[config.mk]
export PLATFORM = sky130hd
export DESIGN_NAME = arcade_shell
export DESIGN_NICKNAME = d
export VERILOG_FILES = /design/src/hdl/arcade_pkg.sv /design/src/hdl/arcade_shell.sv /design/src/hdl/sigma_delta_dac.sv /design/src/hdl/scanline_stage.sv /design/src/hdl/color_expand.sv /design/src/hdl/control_mapper.sv /design/src/hdl/pixel_timing.sv /design/src/hdl/config_port.sv
export VERILOG_INCLUDE_DIRS = /design/src /design/src/hdl
export SDC_FILE = /design/constraint.sdc
export NUM_CORES = 1
export LEC_CHECK = 0
export BUFFER_PORTS_ARGS = -buffer_cell sky130_fd_sc_hd__buf_2
export CAP_MARGIN = 20
export CORE_UTILIZATION = 42
export DETAILED_ROUTE_END_ITERATION = 8
export HOLD_SLACK_MARGIN = 0.08
export PLACE_DENSITY = 0.75
export SLEW_MARGIN = 40
export SYNTH_ARGS = -nofsm -noshare
export SYNTH_HDL_FRONTEND = slang
export SYNTH_SLANG_ARGS = --single-unit
[constraint.sdc]
create_clock -name clk_sys -period 1.9 [get_ports clk_sys]
set_input_delay 0.475 -clock clk_sys [delete_from_list [all_inputs] [get_ports clk_sys]]
set_output_delay 0.475 -clock clk_sys [all_outputs]
set_load 0.01 [all_outputs]
[src/hdl/arcade_params.svh]
//====================================================================
// Shell-wide constants
//  Pixel enable divide ratio from clk_sys
//  Bit positions inside the host status word
//====================================================================
`ifndef ARCADE_PARAMS_SVH
`define ARCADE_PARAMS_SVH

// clk_sys cycles per pixel enable, 24 MHz down to 6 MHz
`define ARC_CE_DIV 4

// Status word bit map, as set by the host menu
`define ARC_ST_RESET 0
`define ARC_ST_ROTATE 2
// Scanline selector occupies this bit and the one above it
`define ARC_ST_SCAN_LO 3
`define ARC_ST_RESET_OSD 6

`endif
[src/hdl/arcade_pkg.sv]
//====================================================================
// Shared types of the arcade shell
//  Colour, audio, status and control word vectors
//  Configuration port FSM states
//====================================================================
`default_nettype none

package arcade_pkg;

	// Core colour as delivered, 3-3-2
	typedef logic [2:0] color3_t;
	typedef logic [1:0] color2_t;

	// One VGA channel after expansion
	typedef logic [5:0] vga_color_t;

	// Unsigned audio sample from the core
	typedef logic [7:0] audio_sample_t;

	// Host status word
	typedef logic [31:0] status_word_t;

	// Joystick, bit 0 right, 1 left, 2 down, 3 up, 4 fire
	typedef logic [7:0] joy_word_t;

	// Decoded keys, 0 fire, 1 start1, 2 start2, 3 coin, 4..7 right/left/down/up
	typedef logic [9:0] kbd_word_t;

	// Input port word seen by the core
	typedef logic [7:0] core_in_t;

	// Scanline mode, 0 none, 1 hq2x, 2 CRT 25 %, 3 CRT 50 %
	typedef logic [1:0] scan_mode_t;

	// Four-phase handshake states
	typedef enum logic {
		cfg_idle,
		cfg_acked
	} cfg_state_t;

endpackage

`default_nettype wire

[src/hdl/arcade_shell.sv]
//====================================================================
// Arcade platform shell, top level
//  Config port, pixel timing, control mapping
//  Two-stage video path and sigma-delta audio
//====================================================================
`timescale 1ns/1ps
`default_nettype none

`include "arcade_params.svh"

module arcade_shell
	import arcade_pkg::*;
(
	input  wire           clk_sys,
	input  wire           rst_n,
	// Host configuration
	input  wire           cfg_req,
	input  status_word_t  cfg_data,
	output logic          cfg_ack,
	input  wire           reset_button,
	input  wire           scan_off,
	// Player controls
	input  kbd_word_t     kbd,
	input  joy_word_t     joy0,
	input  joy_word_t     joy1,
	// Core video and audio
	input  color3_t       core_r,
	input  color3_t       core_g,
	input  color2_t       core_b,
	input  wire           core_hs,
	input  wire           core_vs,
	input  wire           core_hblank,
	input  wire           core_vblank,
	input  audio_sample_t core_audio,
	// Towards the core
	output logic          ce_pix,
	output logic          core_reset,
	output core_in_t      in0,
	output core_in_t      in1,
	// Board outputs
	output vga_color_t    vga_r,
	output vga_color_t    vga_g,
	output vga_color_t    vga_b,
	output logic          vga_hs,
	output logic          vga_vs,
	output logic          audio_l,
	output logic          audio_r
);

	status_word_t status;
	scan_mode_t   scan_mode;
	logic         rotate;
	logic         line_odd;
	vga_color_t   r6;
	vga_color_t   g6;
	vga_color_t   b6;
	logic         hs_d;
	logic         vs_d;

	// Menu options out of the status word
	assign rotate    = status[`ARC_ST_ROTATE];
	assign scan_mode = status[`ARC_ST_SCAN_LO+1:`ARC_ST_SCAN_LO];

	config_port i_config_port (
		.clk_sys      (clk_sys),
		.rst_n        (rst_n),
		.cfg_req      (cfg_req),
		.cfg_data     (cfg_data),
		.cfg_ack      (cfg_ack),
		.reset_button (reset_button),
		.status       (status),
		.core_reset   (core_reset)
	);

	pixel_timing i_pixel_timing (
		.clk_sys  (clk_sys),
		.rst_n    (rst_n),
		.hs       (core_hs),
		.vs       (core_vs),
		.ce_pix   (ce_pix),
		.line_odd (line_odd)
	);

	control_mapper i_control_mapper (
		.clk_sys (clk_sys),
		.rst_n   (rst_n),
		.rotate  (rotate),
		.kbd     (kbd),
		.joy0    (joy0),
		.joy1    (joy1),
		.in0     (in0),
		.in1     (in1)
	);

	// ================================================================
	// Video path, two registers from core to VGA pins
	// ================================================================
	color_expand i_color_expand (
		.clk_sys (clk_sys),
		.rst_n   (rst_n),
		.r       (core_r),
		.g       (core_g),
		.b       (core_b),
		.hblank  (core_hblank),
		.vblank  (core_vblank),
		.hs      (core_hs),
		.vs      (core_vs),
		.r6      (r6),
		.g6      (g6),
		.b6      (b6),
		.hs_d    (hs_d),
		.vs_d    (vs_d)
	);

	scanline_stage i_scanline_stage (
		.clk_sys   (clk_sys),
		.rst_n     (rst_n),
		.r6        (r6),
		.g6        (g6),
		.b6        (b6),
		.hs_d      (hs_d),
		.vs_d      (vs_d),
		.line_odd  (line_odd),
		.scan_mode (scan_mode),
		.scan_off  (scan_off),
		.vga_r     (vga_r),
		.vga_g     (vga_g),
		.vga_b     (vga_b),
		.vga_hs    (vga_hs),
		.vga_vs    (vga_vs)
	);

	// Mono sound, one modulator feeds both pins
	sigma_delta_dac i_sigma_delta_dac (
		.clk_sys (clk_sys),
		.rst_n   (rst_n),
		.sample  (core_audio),
		.dac_out (audio_l)
	);

	assign audio_r = audio_l;

endmodule

`default_nettype wire

[src/hdl/sigma_delta_dac.sv]
//====================================================================
// Audio DAC
//  First-order sigma-delta modulator, 8-bit unsigned input
//====================================================================
`timescale 1ns/1ps
`default_nettype none

module sigma_delta_dac
	import arcade_pkg::*;
(
	input  wire           clk_sys,
	input  wire           rst_n,
	input  audio_sample_t sample,
	output logic          dac_out
);

	// Bit 8 is the carry of the last addition
	logic [8:0] acc;

	// Error feedback is the low byte, the carry leaves as the pulse
	// Density of ones equals sample/256
	always_ff @(posedge clk_sys) begin
		if (!rst_n)
			acc <= '0;
		else
			acc <= {1'b0, acc[7:0]} + {1'b0, sample};
	end

	assign dac_out = acc[8];

endmodule

`default_nettype wire

[src/hdl/scanline_stage.sv]
//====================================================================
// Video stage 2
//  CRT scanline dimming of odd lines
//  Registered VGA colour and sync outputs
//====================================================================
`timescale 1ns/1ps
`default_nettype none

module scanline_stage
	import arcade_pkg::*;
(
	input  wire        clk_sys,
	input  wire        rst_n,
	input  vga_color_t r6,
	input  vga_color_t g6,
	input  vga_color_t b6,
	input  wire        hs_d,
	input  wire        vs_d,
	input  wire        line_odd,
	input  scan_mode_t scan_mode,
	input  wire        scan_off,
	output vga_color_t vga_r,
	output vga_color_t vga_g,
	output vga_color_t vga_b,
	output logic       vga_hs,
	output logic       vga_vs
);

	logic dim_on;

	// Dimming for one channel
	// mode 2 keeps three quarters, mode 3 keeps half
	function automatic vga_color_t dim(input vga_color_t v, input scan_mode_t mode);
		vga_color_t res;
		case (mode)
			2'd2:    res = v - (v >> 2);
			2'd3:    res = v >> 1;
			// none and hq2x leave the pixel alone
			default: res = v;
		endcase
		return res;
	endfunction

	// Only odd lines are darkened, and only when not switched off
	assign dim_on = line_odd & ~scan_off;

	always_ff @(posedge clk_sys) begin
		if (!rst_n) begin
			vga_r  <= '0;
			vga_g  <= '0;
			vga_b  <= '0;
			vga_hs <= 1'b0;
			vga_vs <= 1'b0;
		end else begin
			vga_r  <= dim_on ? dim(r6, scan_mode) : r6;
			vga_g  <= dim_on ? dim(g6, scan_mode) : g6;
			vga_b  <= dim_on ? dim(b6, scan_mode) : b6;
			vga_hs <= hs_d;
			vga_vs <= vs_d;
		end
	end

endmodule

`default_nettype wire

[src/hdl/color_expand.sv]
//====================================================================
// Video stage 1
//  3-3-2 colour widened to 6-6-6 by bit replication
//  Blanking applied, syncs delayed to stay aligned
//====================================================================
`timescale 1ns/1ps
`default_nettype none

module color_expand
	import arcade_pkg::*;
(
	input  wire        clk_sys,
	input  wire        rst_n,
	input  color3_t    r,
	input  color3_t    g,
	input  color2_t    b,
	input  wire        hblank,
	input  wire        vblank,
	input  wire        hs,
	input  wire        vs,
	output vga_color_t r6,
	output vga_color_t g6,
	output vga_color_t b6,
	output logic       hs_d,
	output logic       vs_d
);

	logic blank;

	assign blank = hblank | vblank;

	// Replication keeps full white at 6'h3f and black at 0
	always_ff @(posedge clk_sys) begin
		if (!rst_n) begin
			r6   <= '0;
			g6   <= '0;
			b6   <= '0;
			hs_d <= 1'b0;
			vs_d <= 1'b0;
		end else begin
			r6   <= blank ? '0 : {r, r};
			g6   <= blank ? '0 : {g, g};
			b6   <= blank ? '0 : {b, b, b};
			// Syncs take the same single register
			hs_d <= hs;
			vs_d <= vs;
		end
	end

endmodule

`default_nettype wire

[src/hdl/control_mapper.sv]
//====================================================================
// Control mapper
//  Keyboard and two joysticks merged into the core input words
//  Optional 90 degree rotation of the directions
//====================================================================
`timescale 1ns/1ps
`default_nettype none

`include "arcade_params.svh"

module control_mapper
	import arcade_pkg::*;
(
	input  wire       clk_sys,
	input  wire       rst_n,
	input  wire       rotate,
	input  kbd_word_t kbd,
	input  joy_word_t joy0,
	input  joy_word_t joy1,
	output core_in_t  in0,
	output core_in_t  in1
);

	logic src_up;
	logic src_down;
	logic src_left;
	logic src_right;
	logic m_up;
	logic m_down;
	logic m_left;
	logic m_right;
	logic m_fire;

	// Raw directions, any source may press
	assign src_right = kbd[4] | joy0[0] | joy1[0];
	assign src_left  = kbd[5] | joy0[1] | joy1[1];
	assign src_down  = kbd[6] | joy0[2] | joy1[2];
	assign src_up    = kbd[7] | joy0[3] | joy1[3];

	// Rotated cabinet, quarter turn of the stick
	assign m_up    = rotate ? src_left  : src_up;
	assign m_down  = rotate ? src_right : src_down;
	assign m_left  = rotate ? src_down  : src_left;
	assign m_right = rotate ? src_up    : src_right;

	assign m_fire = kbd[0] | joy0[4] | joy1[4];

	// ============================================================
	// Core input words
	// ============================================================
	always_ff @(posedge clk_sys) begin
		if (!rst_n) begin
			in0 <= '0;
			in1 <= '0;
		end else begin
			// Coin is active low at the core, top two bits tied high
			in0 <= {2'b11, ~kbd[3], m_fire, m_down, m_left, m_right, m_up};
			// start2, start1 above the shared stick bits
			in1 <= {1'b0, kbd[2], kbd[1], m_fire, m_down, m_left, m_right, m_up};
		end
	end

endmodule

`default_nettype wire

[src/hdl/pixel_timing.sv]
//====================================================================
// Pixel timing
//  One-cycle pixel clock enable every ARC_CE_DIV clk_sys cycles
//  Odd/even line tracking from the core syncs
//====================================================================
`timescale 1ns/1ps
`default_nettype none

`include "arcade_params.svh"

module pixel_timing (
	input  wire  clk_sys,
	input  wire  rst_n,
	input  wire  hs,
	input  wire  vs,
	output logic ce_pix,
	output logic line_odd
);

	localparam int CNT_W = $clog2(`ARC_CE_DIV);

	logic [CNT_W-1:0] div_cnt;
	logic             hs_q;

	// Modulo divider, pulse on the last count so the period is exact
	always_ff @(posedge clk_sys) begin
		if (!rst_n) begin
			div_cnt <= '0;
			ce_pix  <= 1'b0;
		end else begin
			if (div_cnt == CNT_W'(`ARC_CE_DIV - 1))
				div_cnt <= '0;
			else
				div_cnt <= div_cnt + 1'b1;
			ce_pix <= (div_cnt == CNT_W'(`ARC_CE_DIV - 1));
		end
	end

	// Line parity
	// hs rising edge flips the parity, vs holds it at even
	always_ff @(posedge clk_sys) begin
		if (!rst_n) begin
			hs_q     <= 1'b0;
			line_odd <= 1'b0;
		end else begin
			hs_q <= hs;
			if (vs)
				line_odd <= 1'b0;
			else if (hs && !hs_q)
				line_odd <= ~line_odd;
		end
	end

endmodule

`default_nettype wire

[src/hdl/config_port.sv]
//====================================================================
// Configuration receiver
//  Four-phase req/ack handshake holding the host status word
//  Registered core reset from status bits and the reset button
//====================================================================
`timescale 1ns/1ps
`default_nettype none

`include "arcade_params.svh"

module config_port
	import arcade_pkg::*;
(
	input  wire          clk_sys,
	input  wire          rst_n,
	input  wire          cfg_req,
	input  status_word_t cfg_data,
	output logic         cfg_ack,
	input  wire          reset_button,
	output status_word_t status,
	output logic         core_reset
);

	cfg_state_t state;

	// Handshake FSM
	// Word is captured only on the idle to acked step, so the host
	// may change cfg_data freely once it sees ack
	always_ff @(posedge clk_sys) begin
		if (!rst_n) begin
			state  <= cfg_idle;
			status <= '0;
		end else begin
			case (state)
				cfg_idle: begin
					if (cfg_req) begin
						status <= cfg_data;
						state  <= cfg_acked;
					end
				end
				cfg_acked: begin
					// Wait for the host to drop req before a new transfer
					if (!cfg_req)
						state <= cfg_idle;
				end
				default: state <= cfg_idle;
			endcase
		end
	end

	// Ack is simply the acked state, already a flop output
	assign cfg_ack = (state == cfg_acked);

	// Reset sources: menu reset, OSD reset entry and the board button
	always_ff @(posedge clk_sys) begin
		if (!rst_n)
			core_reset <= 1'b0;
		else
			core_reset <= status[`ARC_ST_RESET] | status[`ARC_ST_RESET_OSD] | reset_button;
	end

endmodule

`default_nettype wire

* Word-level counts from Yosys, hierarchy flattened
Index checks and enable logic that the tools add are counted.
Operators by class: muxes and demuxes 12, reductions and logical operators 6, eq/ne operators 3, bitwise gates (word level) 19, $add $sub $neg 5
Operator list (number):
- $pmux 6 s2 | 3
- $mux 6 | 3
- $sub 6x4->6 | 3
- $or 1x1->1 | 13
- $add 8x8->9 | 1
- $mux 8 | 1
- $eq 2x2->1 const B | 3
- $reduce_or 2->1 | 3
- $mux 1 | 5
- $not 1->1 | 5
- $add 2x1->2 const B | 1
- $reduce_and 2->1 | 1
- $and 1x1->1 | 1
- $logic_and 1x1->1 | 1
- $logic_not 1->1 | 1
Storage, ports and cells: input bits 83, word-level logic and storage cells 66, flip-flop bits (word level) 78, output and inout bits 41

* Logic depth before layout (Yosys ltp)
Gate-level depths: netlist (run 1).
word-level depth 4, depth in mapped cells 9, depth with buffers taken out 9

* Modules after synthesis
Synthesis (run 1) repeated with hierarchy kept, for this count alone.
Unflattened totals: cell total of the unflattened synthesis 441, area, all modules 4282.9 µm²
By module, submodules not included:
- scanline_stage | area each 1417.6 µm², seq. area each 400.4 µm², times used 1, cells an instance 162
- config_port | area each 1381.3 µm², seq. area each 680.7 µm², times used 1, cells an instance 144
- sigma_delta_dac | area each 544.3 µm², seq. area each 180.2 µm², times used 1, cells an instance 55
- color_expand | area each 390.4 µm², seq. area each 200.2 µm², times used 1, cells an instance 30
- control_mapper | area each 364.1 µm², seq. area each 180.2 µm², times used 1, cells an instance 36
- pixel_timing | area each 177.7 µm², seq. area each 100.1 µm², times used 1, cells an instance 13
- arcade_shell | area each 7.5 µm², seq. area each 0.0 µm², times used 1, cells an instance 1

* Worst setup path before layout (run 1)
No wires, ideal clock.
path kind input-to-reg, from input core_audio[0], to register i_sigma_delta_dac.acc[6], path buffers 0, required time 1820 ps, setup slack 42 ps, cell stages on the path 7, library setup time 80 ps, arrival time 1779 ps, cell sequence ha_1 -> fa_1 -> a21oi_2 -> o21ai_1 -> o21a_1 -> o21ai_2 -> nor3b_1
On the way: word-level cells in the longest chain between the ends 1
Ends and longest elaborated chain:
- start: declaration | line arcade_shell.sv:34 | input audio_sample_t core_audio,
- $add 8x8->9 | line sigma_delta_dac.sv:26 | acc <= {1'b0, acc[7:0]} + {1'b0, sample};
- end signal: assignment | line sigma_delta_dac.sv:26
- end: declaration | line sigma_delta_dac.sv:18 | logic [8:0] acc;
No other way between the ends. A chain may end at the register's enable or synchronous reset.

* Worst setup path in the final report (run 1)
from register i_color_expand.r6[3], to register i_scanline_stage.vga_r[4]
On the way: word-level cells in the longest chain between the ends 3
Ends and longest elaborated chain:
- start: declaration | line color_expand.sv:21 | output vga_color_t r6,
- start signal: assignment | line color_expand.sv:41 | r6 <= blank ? '0 : {r, r};
- $sub 6x4->6 | line scanline_stage.sv:36 | 2'd2: res = v - (v >> 2);
- $pmux 6 s2 | line scanline_stage.sv:35 | case (mode)
- $mux 6 | line scanline_stage.sv:55 | vga_r <= dim_on ? dim(r6, scan_mode) : r6;
- end signal: assignment | line scanline_stage.sv:55
- end: declaration | line scanline_stage.sv:22 | output vga_color_t vga_r,
No other way between the ends.

==> results of run 1 <==
## final cells by class
class	instances	share of cell area
Clock buffer	12	0.0464
Sequential cell	57	0.341
Timing Repair Buffer	104	0.168
Clock inverter	3	0.0120
Tap cell	75	0.0281
Multi-Input combinational cell	193	0.393
Inverter	9	0.0101
## per-layer routing
| layer | routed length, um | share of wire |
|---|---|---|
| met5 | 0 | 0 |
| met2 | 2850 | 0.50 |
| met4 | 110 | 0.019 |
| met1 | 2470 | 0.43 |
| met3 | 298 | 0.052 |
## repair_timing
item                                   4_1_cts  5_1_grt
setup endpoints to repair                    0        3
gates resized for setup                      0        4
endpoints found under the hold margin        0        0
## where the power goes
part           switching (uW)  internal (uW)  leakage, uW
sequential               46.4           1290     0.000469
combinational             296            283     0.000993
clock                     455            665     0.000102
total                     797           2240      0.00156
## stage by stage
stage | area, um2 | instances | setup slack, ps | hold slack, ps | TNS, ps
6_report | 3340 | 453 | 71.6 | 282 | 0
5_1_grt | 3340 | 453 | -64.5 | 279 | -88.1
4_1_cts | 3330 | 453 | 53.2 | 275 | 0
3_5_place_dp | 3140 | 438 | -141 | 421 | -219
3_3_place_gp | 3140 | 438 | -105 | 415 | -151
2_1_floorplan | 2620 | 281 | 41.7 | 407 | 0
## critical path, cell delays in order, from the launching register on
cell and delay, ps:
dfxtp_1 310, inv_1 70, ha_1 160, inv_1 50, fa_1 390, a21o_2 210
a21oi_2 160, o21ai_0 90, a22oi_1 200, nor2_1 70
## state kept, by name, indices dropped and copies added, names as in the netlist, 2 cells and up
name	flops
i_control_mapper.in1	7
i_control_mapper.in0	2
i_sigma_delta_dac.acc	9
i_scanline_stage.vga_r	6
i_scanline_stage.vga_b	4
i_pixel_timing.div_cnt	2
i_scanline_stage.vga_g	6
i_config_port.status	5
i_color_expand.g6	3
i_color_expand.b6	2
i_color_expand.r6	3
## worst max-delay path by stage
stage / startpoint / endpoint / slack, ps / cells after the start
detailed placement: core_audio[0] / i_sigma_delta_dac.acc[6] / -140 / 8
global route: i_color_expand.g6[3] / i_scanline_stage.vga_g[4] / -60 / 9
finish: i_color_expand.r6[3] / i_scanline_stage.vga_r[4] / 70 / 9
CTS: i_color_expand.r6[3] / i_scanline_stage.vga_r[4] / 50 / 9
global placement: core_audio[0] / i_sigma_delta_dac.acc[6] / -100 / 8
floorplan: core_audio[0] / i_sigma_delta_dac.acc[6] / 40 / 7
## placed cells by master, fill, tap and decap left out, drive strengths merged, types with 3 or more instances in the layout
cell / n
inv: 9
and2: 20
buf: 104
nor2: 20
xnor2: 6
nand2: 18
a21oi: 13
fa: 3
nor2b: 4
nor3: 11
nand2b: 6
ha: 18
a211oi: 7
nor4: 5
o21a: 3
a21o: 6
a31oi: 5
o21ai: 18
clkbuf: 12
nand3: 6
mux2i: 6
dfxtp: 57
## kinds of logic after synthesis
group	synth area share
buf+inv	0.0645
other cells	0.00143
mux	0.0229
xor+xnor	0.0268
compound gates	0.153
flops	0.436
simple gates	0.186
fa+ha+maj	0.109
==> results_dict.tcl, run 1 <==
set metrics [dict create \
    async_flop_share 0 \
    dieWidth_um 80.9 \
    regToRegSetupSlack_ps 70 \
    synth_edf_count 0 \
    timing.rr.end "i_scanline_stage.vga_r[4]" \
    utilization 0.561 \
    crit_arrival_ps 2050 \
    syn2layout_area_growth_pct 27.7 \
    use_met1 0.222 \
    met2_usage 0.301 \
    end_kind "register" \
    grt_pass1_wl_um 9120 \
    hp-start "kbd[3]" \
    cts_max_level 3 \
    clkLatencyLatePin_ps 340 \
    synth_cells 281 \
    status "finished clean" \
    ys_warn_count 0 \
    syn_area_um2 2620 \
    num_rows 28 \
    first_global_vias 2017 \
    die_h_um 80.9 \
    postCtsSetupRepairBufs 0 \
    io-pin-count 124 \
    synth_seq_cells 57 \
    hold_class "primary input to register" \
    power.density_nw_per_um2 909 \
    ant_nets 0 \
    vias_per_cell 4.93 \
    reg2reg_depth 9 \
    grt.overflow.total 0 \
    cap_violations 0 \
    period_needed_ps 1830 \
    fin_nets 478 \
    ys_seq_area_frac 0.436 \
    num_antenna_cells 0 \
    fp.coreArea_um2 5960 \
    rsz0062_at_grt "true" \
    post-synth-top-area-cell "dfxtp_1" \
    syn-num-nets 385 \
    finalPower_uw 3040 \
    min_to "i_control_mapper.in0[5]" \
    layout.area.seq_um2 1140 \
    synth_most_common_cell "dfxtp_1" \
    cp.required_ps 2120 \
    nFillCells 550 \
    setup-violations-final 0 \
    worstSetupPathType "register to register" \
    initial_core_util 0.439 \
    clock-sinks 57 \
    synth_area_leaders "dfxtp_1, ha_1, and2_1" \
    leakage_uw 0.00156 \
    grt_use_met3 0.0663 \
    drtIter0Drc 138 \
    whs_path_depth 2 \
    cts_buffers 9 \
    die_area_um2 6550 \
    gp_congestion 0.853 \
    critPathLaunchType "register" \
    drcViolationCount 0 \
    root_buffer "clkbuf_8" \
    cts_tree "yes" \
    reg2reg_from "i_color_expand.r6[3]" \
    ys_types 41 \
    track_usage 0.188 \
    vdd_drop_max_uv 588 \
    io_buffers 87 \
    critical_path.max_fanout 2 \
    first_pass_iters 4 \
    yosysTopAreaCellShare 0.436 \
    path_clk_slew_ps 60 \
    antenna_found_initial 0 \
    wl_per_cell_um 12.6 \
    fin_crit_sh 0.962 \
    ys.flop_type "dfxtp_1" \
    vias 2235 \
    grt_max_degree 24 \
    wl_um 5730 \
    grt_most_used_layer "met2" \
    dpl.hpwl_um 4270 \
    skew_ps 8.89 \
    multi_input_area_um2 1320 \
    yosys-top-cells-count "dfxtp_1, and2_1, nor2_1" \
    max_freq_ghz 0.547 \
    synth.avg_cell_area_um2 9.31 \
    clk_path_buf_depth 2 \
    ctsHoldBuffers 0 \
    slew_violations 0 \
    final-hold-violation-count 0 \
    drive_gt1_frac 0.339 \
]
Note: power is estimated with default switching activity, not from simulation.
==> run 2, diff against run 1 <==
Settings changed: CORE_MARGIN set to 3.
==> results_dict.tcl, run 2 (synthesis gave the netlist of run 1 again) <==
set metrics [dict create \
    setup_ws_ps 83.0 \
    reg2reg_from "i_color_expand.r6[3]" \
    wl_per_cell_um 12.5 \
    num_antenna_cells 0 \
    root_buffer "clkbuf_8" \
    nFillCells 555 \
    cts_tree "yes" \
    slew_violations 0 \
    p_int_uw 2120 \
    period_needed_ps 1820 \
    ctsHoldBuffers 0 \
    critical_path.max_fanout 3 \
    max_freq_ghz 0.550 \
    crit_arrival_ps 2030 \
    dpl.hpwl_um 4280 \
    ant_nets 0 \
    grt_max_degree 29 \
    fin_crit_sh 0.956 \
    status "finished clean" \
    drtIter0Drc 79 \
    vdd_drop_max_uv 629 \
    final_common_cell "buf_2" \
    reg2reg_depth 7 \
    p_clk_frac 0.339 \
    whs_path_depth 2 \
    hp-start "kbd[3]" \
    clkLatencyLatePin_ps 320 \
    power.density_nw_per_um2 874 \
    setup-violations-final 0 \
    track_usage 0.163 \
    first_pass_iters 4 \
    worstSetupPathType "register to register" \
    die_h_um 84.9 \
    cp.required_ps 2120 \
    finalPower_uw 2900 \
    vias 2193 \
    drcViolationCount 0 \
    grt.overflow.total 0 \
    cap_violations 0 \
    syn2layout_area_growth_pct 26.9 \
    num_rows 28 \
    cts_buffers 9 \
    drive_gt1_frac 0.340 \
    wl_met3_um 305 \
    grt_pass1_wl_um 9380 \
    hold_class "primary input to register" \
    design_area_um2 3320 \
    vias_per_cell 4.85 \
    clk_path_buf_depth 2 \
    p_sw_uw 785 \
    fin_nets 476 \
    wl_met2_um 2890 \
    initial_core_util 0.437 \
    fp.coreArea_um2 5990 \
    clock-sinks 57 \
    path_clk_slew_ps 60 \
    wl_um 5660 \
    die_area_um2 7220 \
    antenna_found_initial 0 \
    layout_common_cells "buf_2, dfxtp_1, nor2_1, and2_1, nand2_1" \
    seqPwrFrac 0.461 \
    io-pin-count 124 \
    critPathLaunch "i_color_expand.r6[3]" \
    critPathLaunchType "register" \
    top_layer "met4" \
    largest_reg_flops 9 \
    gp_congestion 0.818 \
    place_area_um2 3120 \
    skew_ps 6.42 \
    regMostFlops "i_sigma_delta_dac.acc" \
    dieWidth_um 84.9 \
    final-hold-violation-count 0 \
    first_global_vias 2198 \
    top_regs "i_sigma_delta_dac.acc (9), i_control_mapper.in1 (7)" \
    io_buffers 87 \
    end_kind "register" \
    rsz0062_at_grt "true" \
    cts_max_level 3 \
    preCtsSetupSlack_ps -143 \
    cts_resized 0 \
    wl_met1_um 2390 \
    power_frac_comb 0.199 \
    postCtsSetupRepairBufs 0 \
    utilization 0.554 \
    leakage_uw 0.00154 \
    sw_frac_of_total 0.271 \
]
[run 2: cell type report]
type,instances,area (um2),area share
multi-input combinational,193,1330,0.401
sequential,57,1140,0.344
timing repair buffer,102,548,0.165
clock buffer,13,159,0.0479
tap,75,93.8,0.0283
inverter,9,33.8,0.0102
clock inverter,3,15.0,0.00452
[run 2: layer usage]
metal	vias to the layer above	track usage
met5	-	0
met1	1004	0.184
li1	1139	-
met3	9	0.0544
met2	41	0.282
met4	0	0.0633
[run 2: worst paths after layout]
kind / slack, ps / end
min: 290 / i_control_mapper.in0[5]
min reg2reg: 440 / i_pixel_timing.div_cnt[0]
max reg2reg: 80 / i_scanline_stage.vga_r[5]
max: 80 / i_scanline_stage.vga_r[5]
[run 2: power by group through the flow]
stage	clock [uW]	sequential [uW]	combinational, uW
2_1_floorplan	0	1370	404
3_3_place_gp	0	1360	555
3_5_place_dp	0	1370	573
4_1_cts	1020	1340	576
5_1_grt	1080	1350	660
6_report	985	1340	578
[run 2: critical path, cell delays in order, from the launching register on]
cell and delay (ps):
dfxtp_1 320, inv_1 50, buf_4 140, ha_1 330, o41ai_4 390, mux2i_1 240, o21ai_1 70, and2_1 160
[run 2: stage by stage]
step	instances	setup TNS, ps	hold WS [ps]
floorplan	281	0	407
global placement	436	-133	415
detailed placement	436	-230	425
CTS	452	0	277
global route	452	-16.1	299
finish	452	0	291
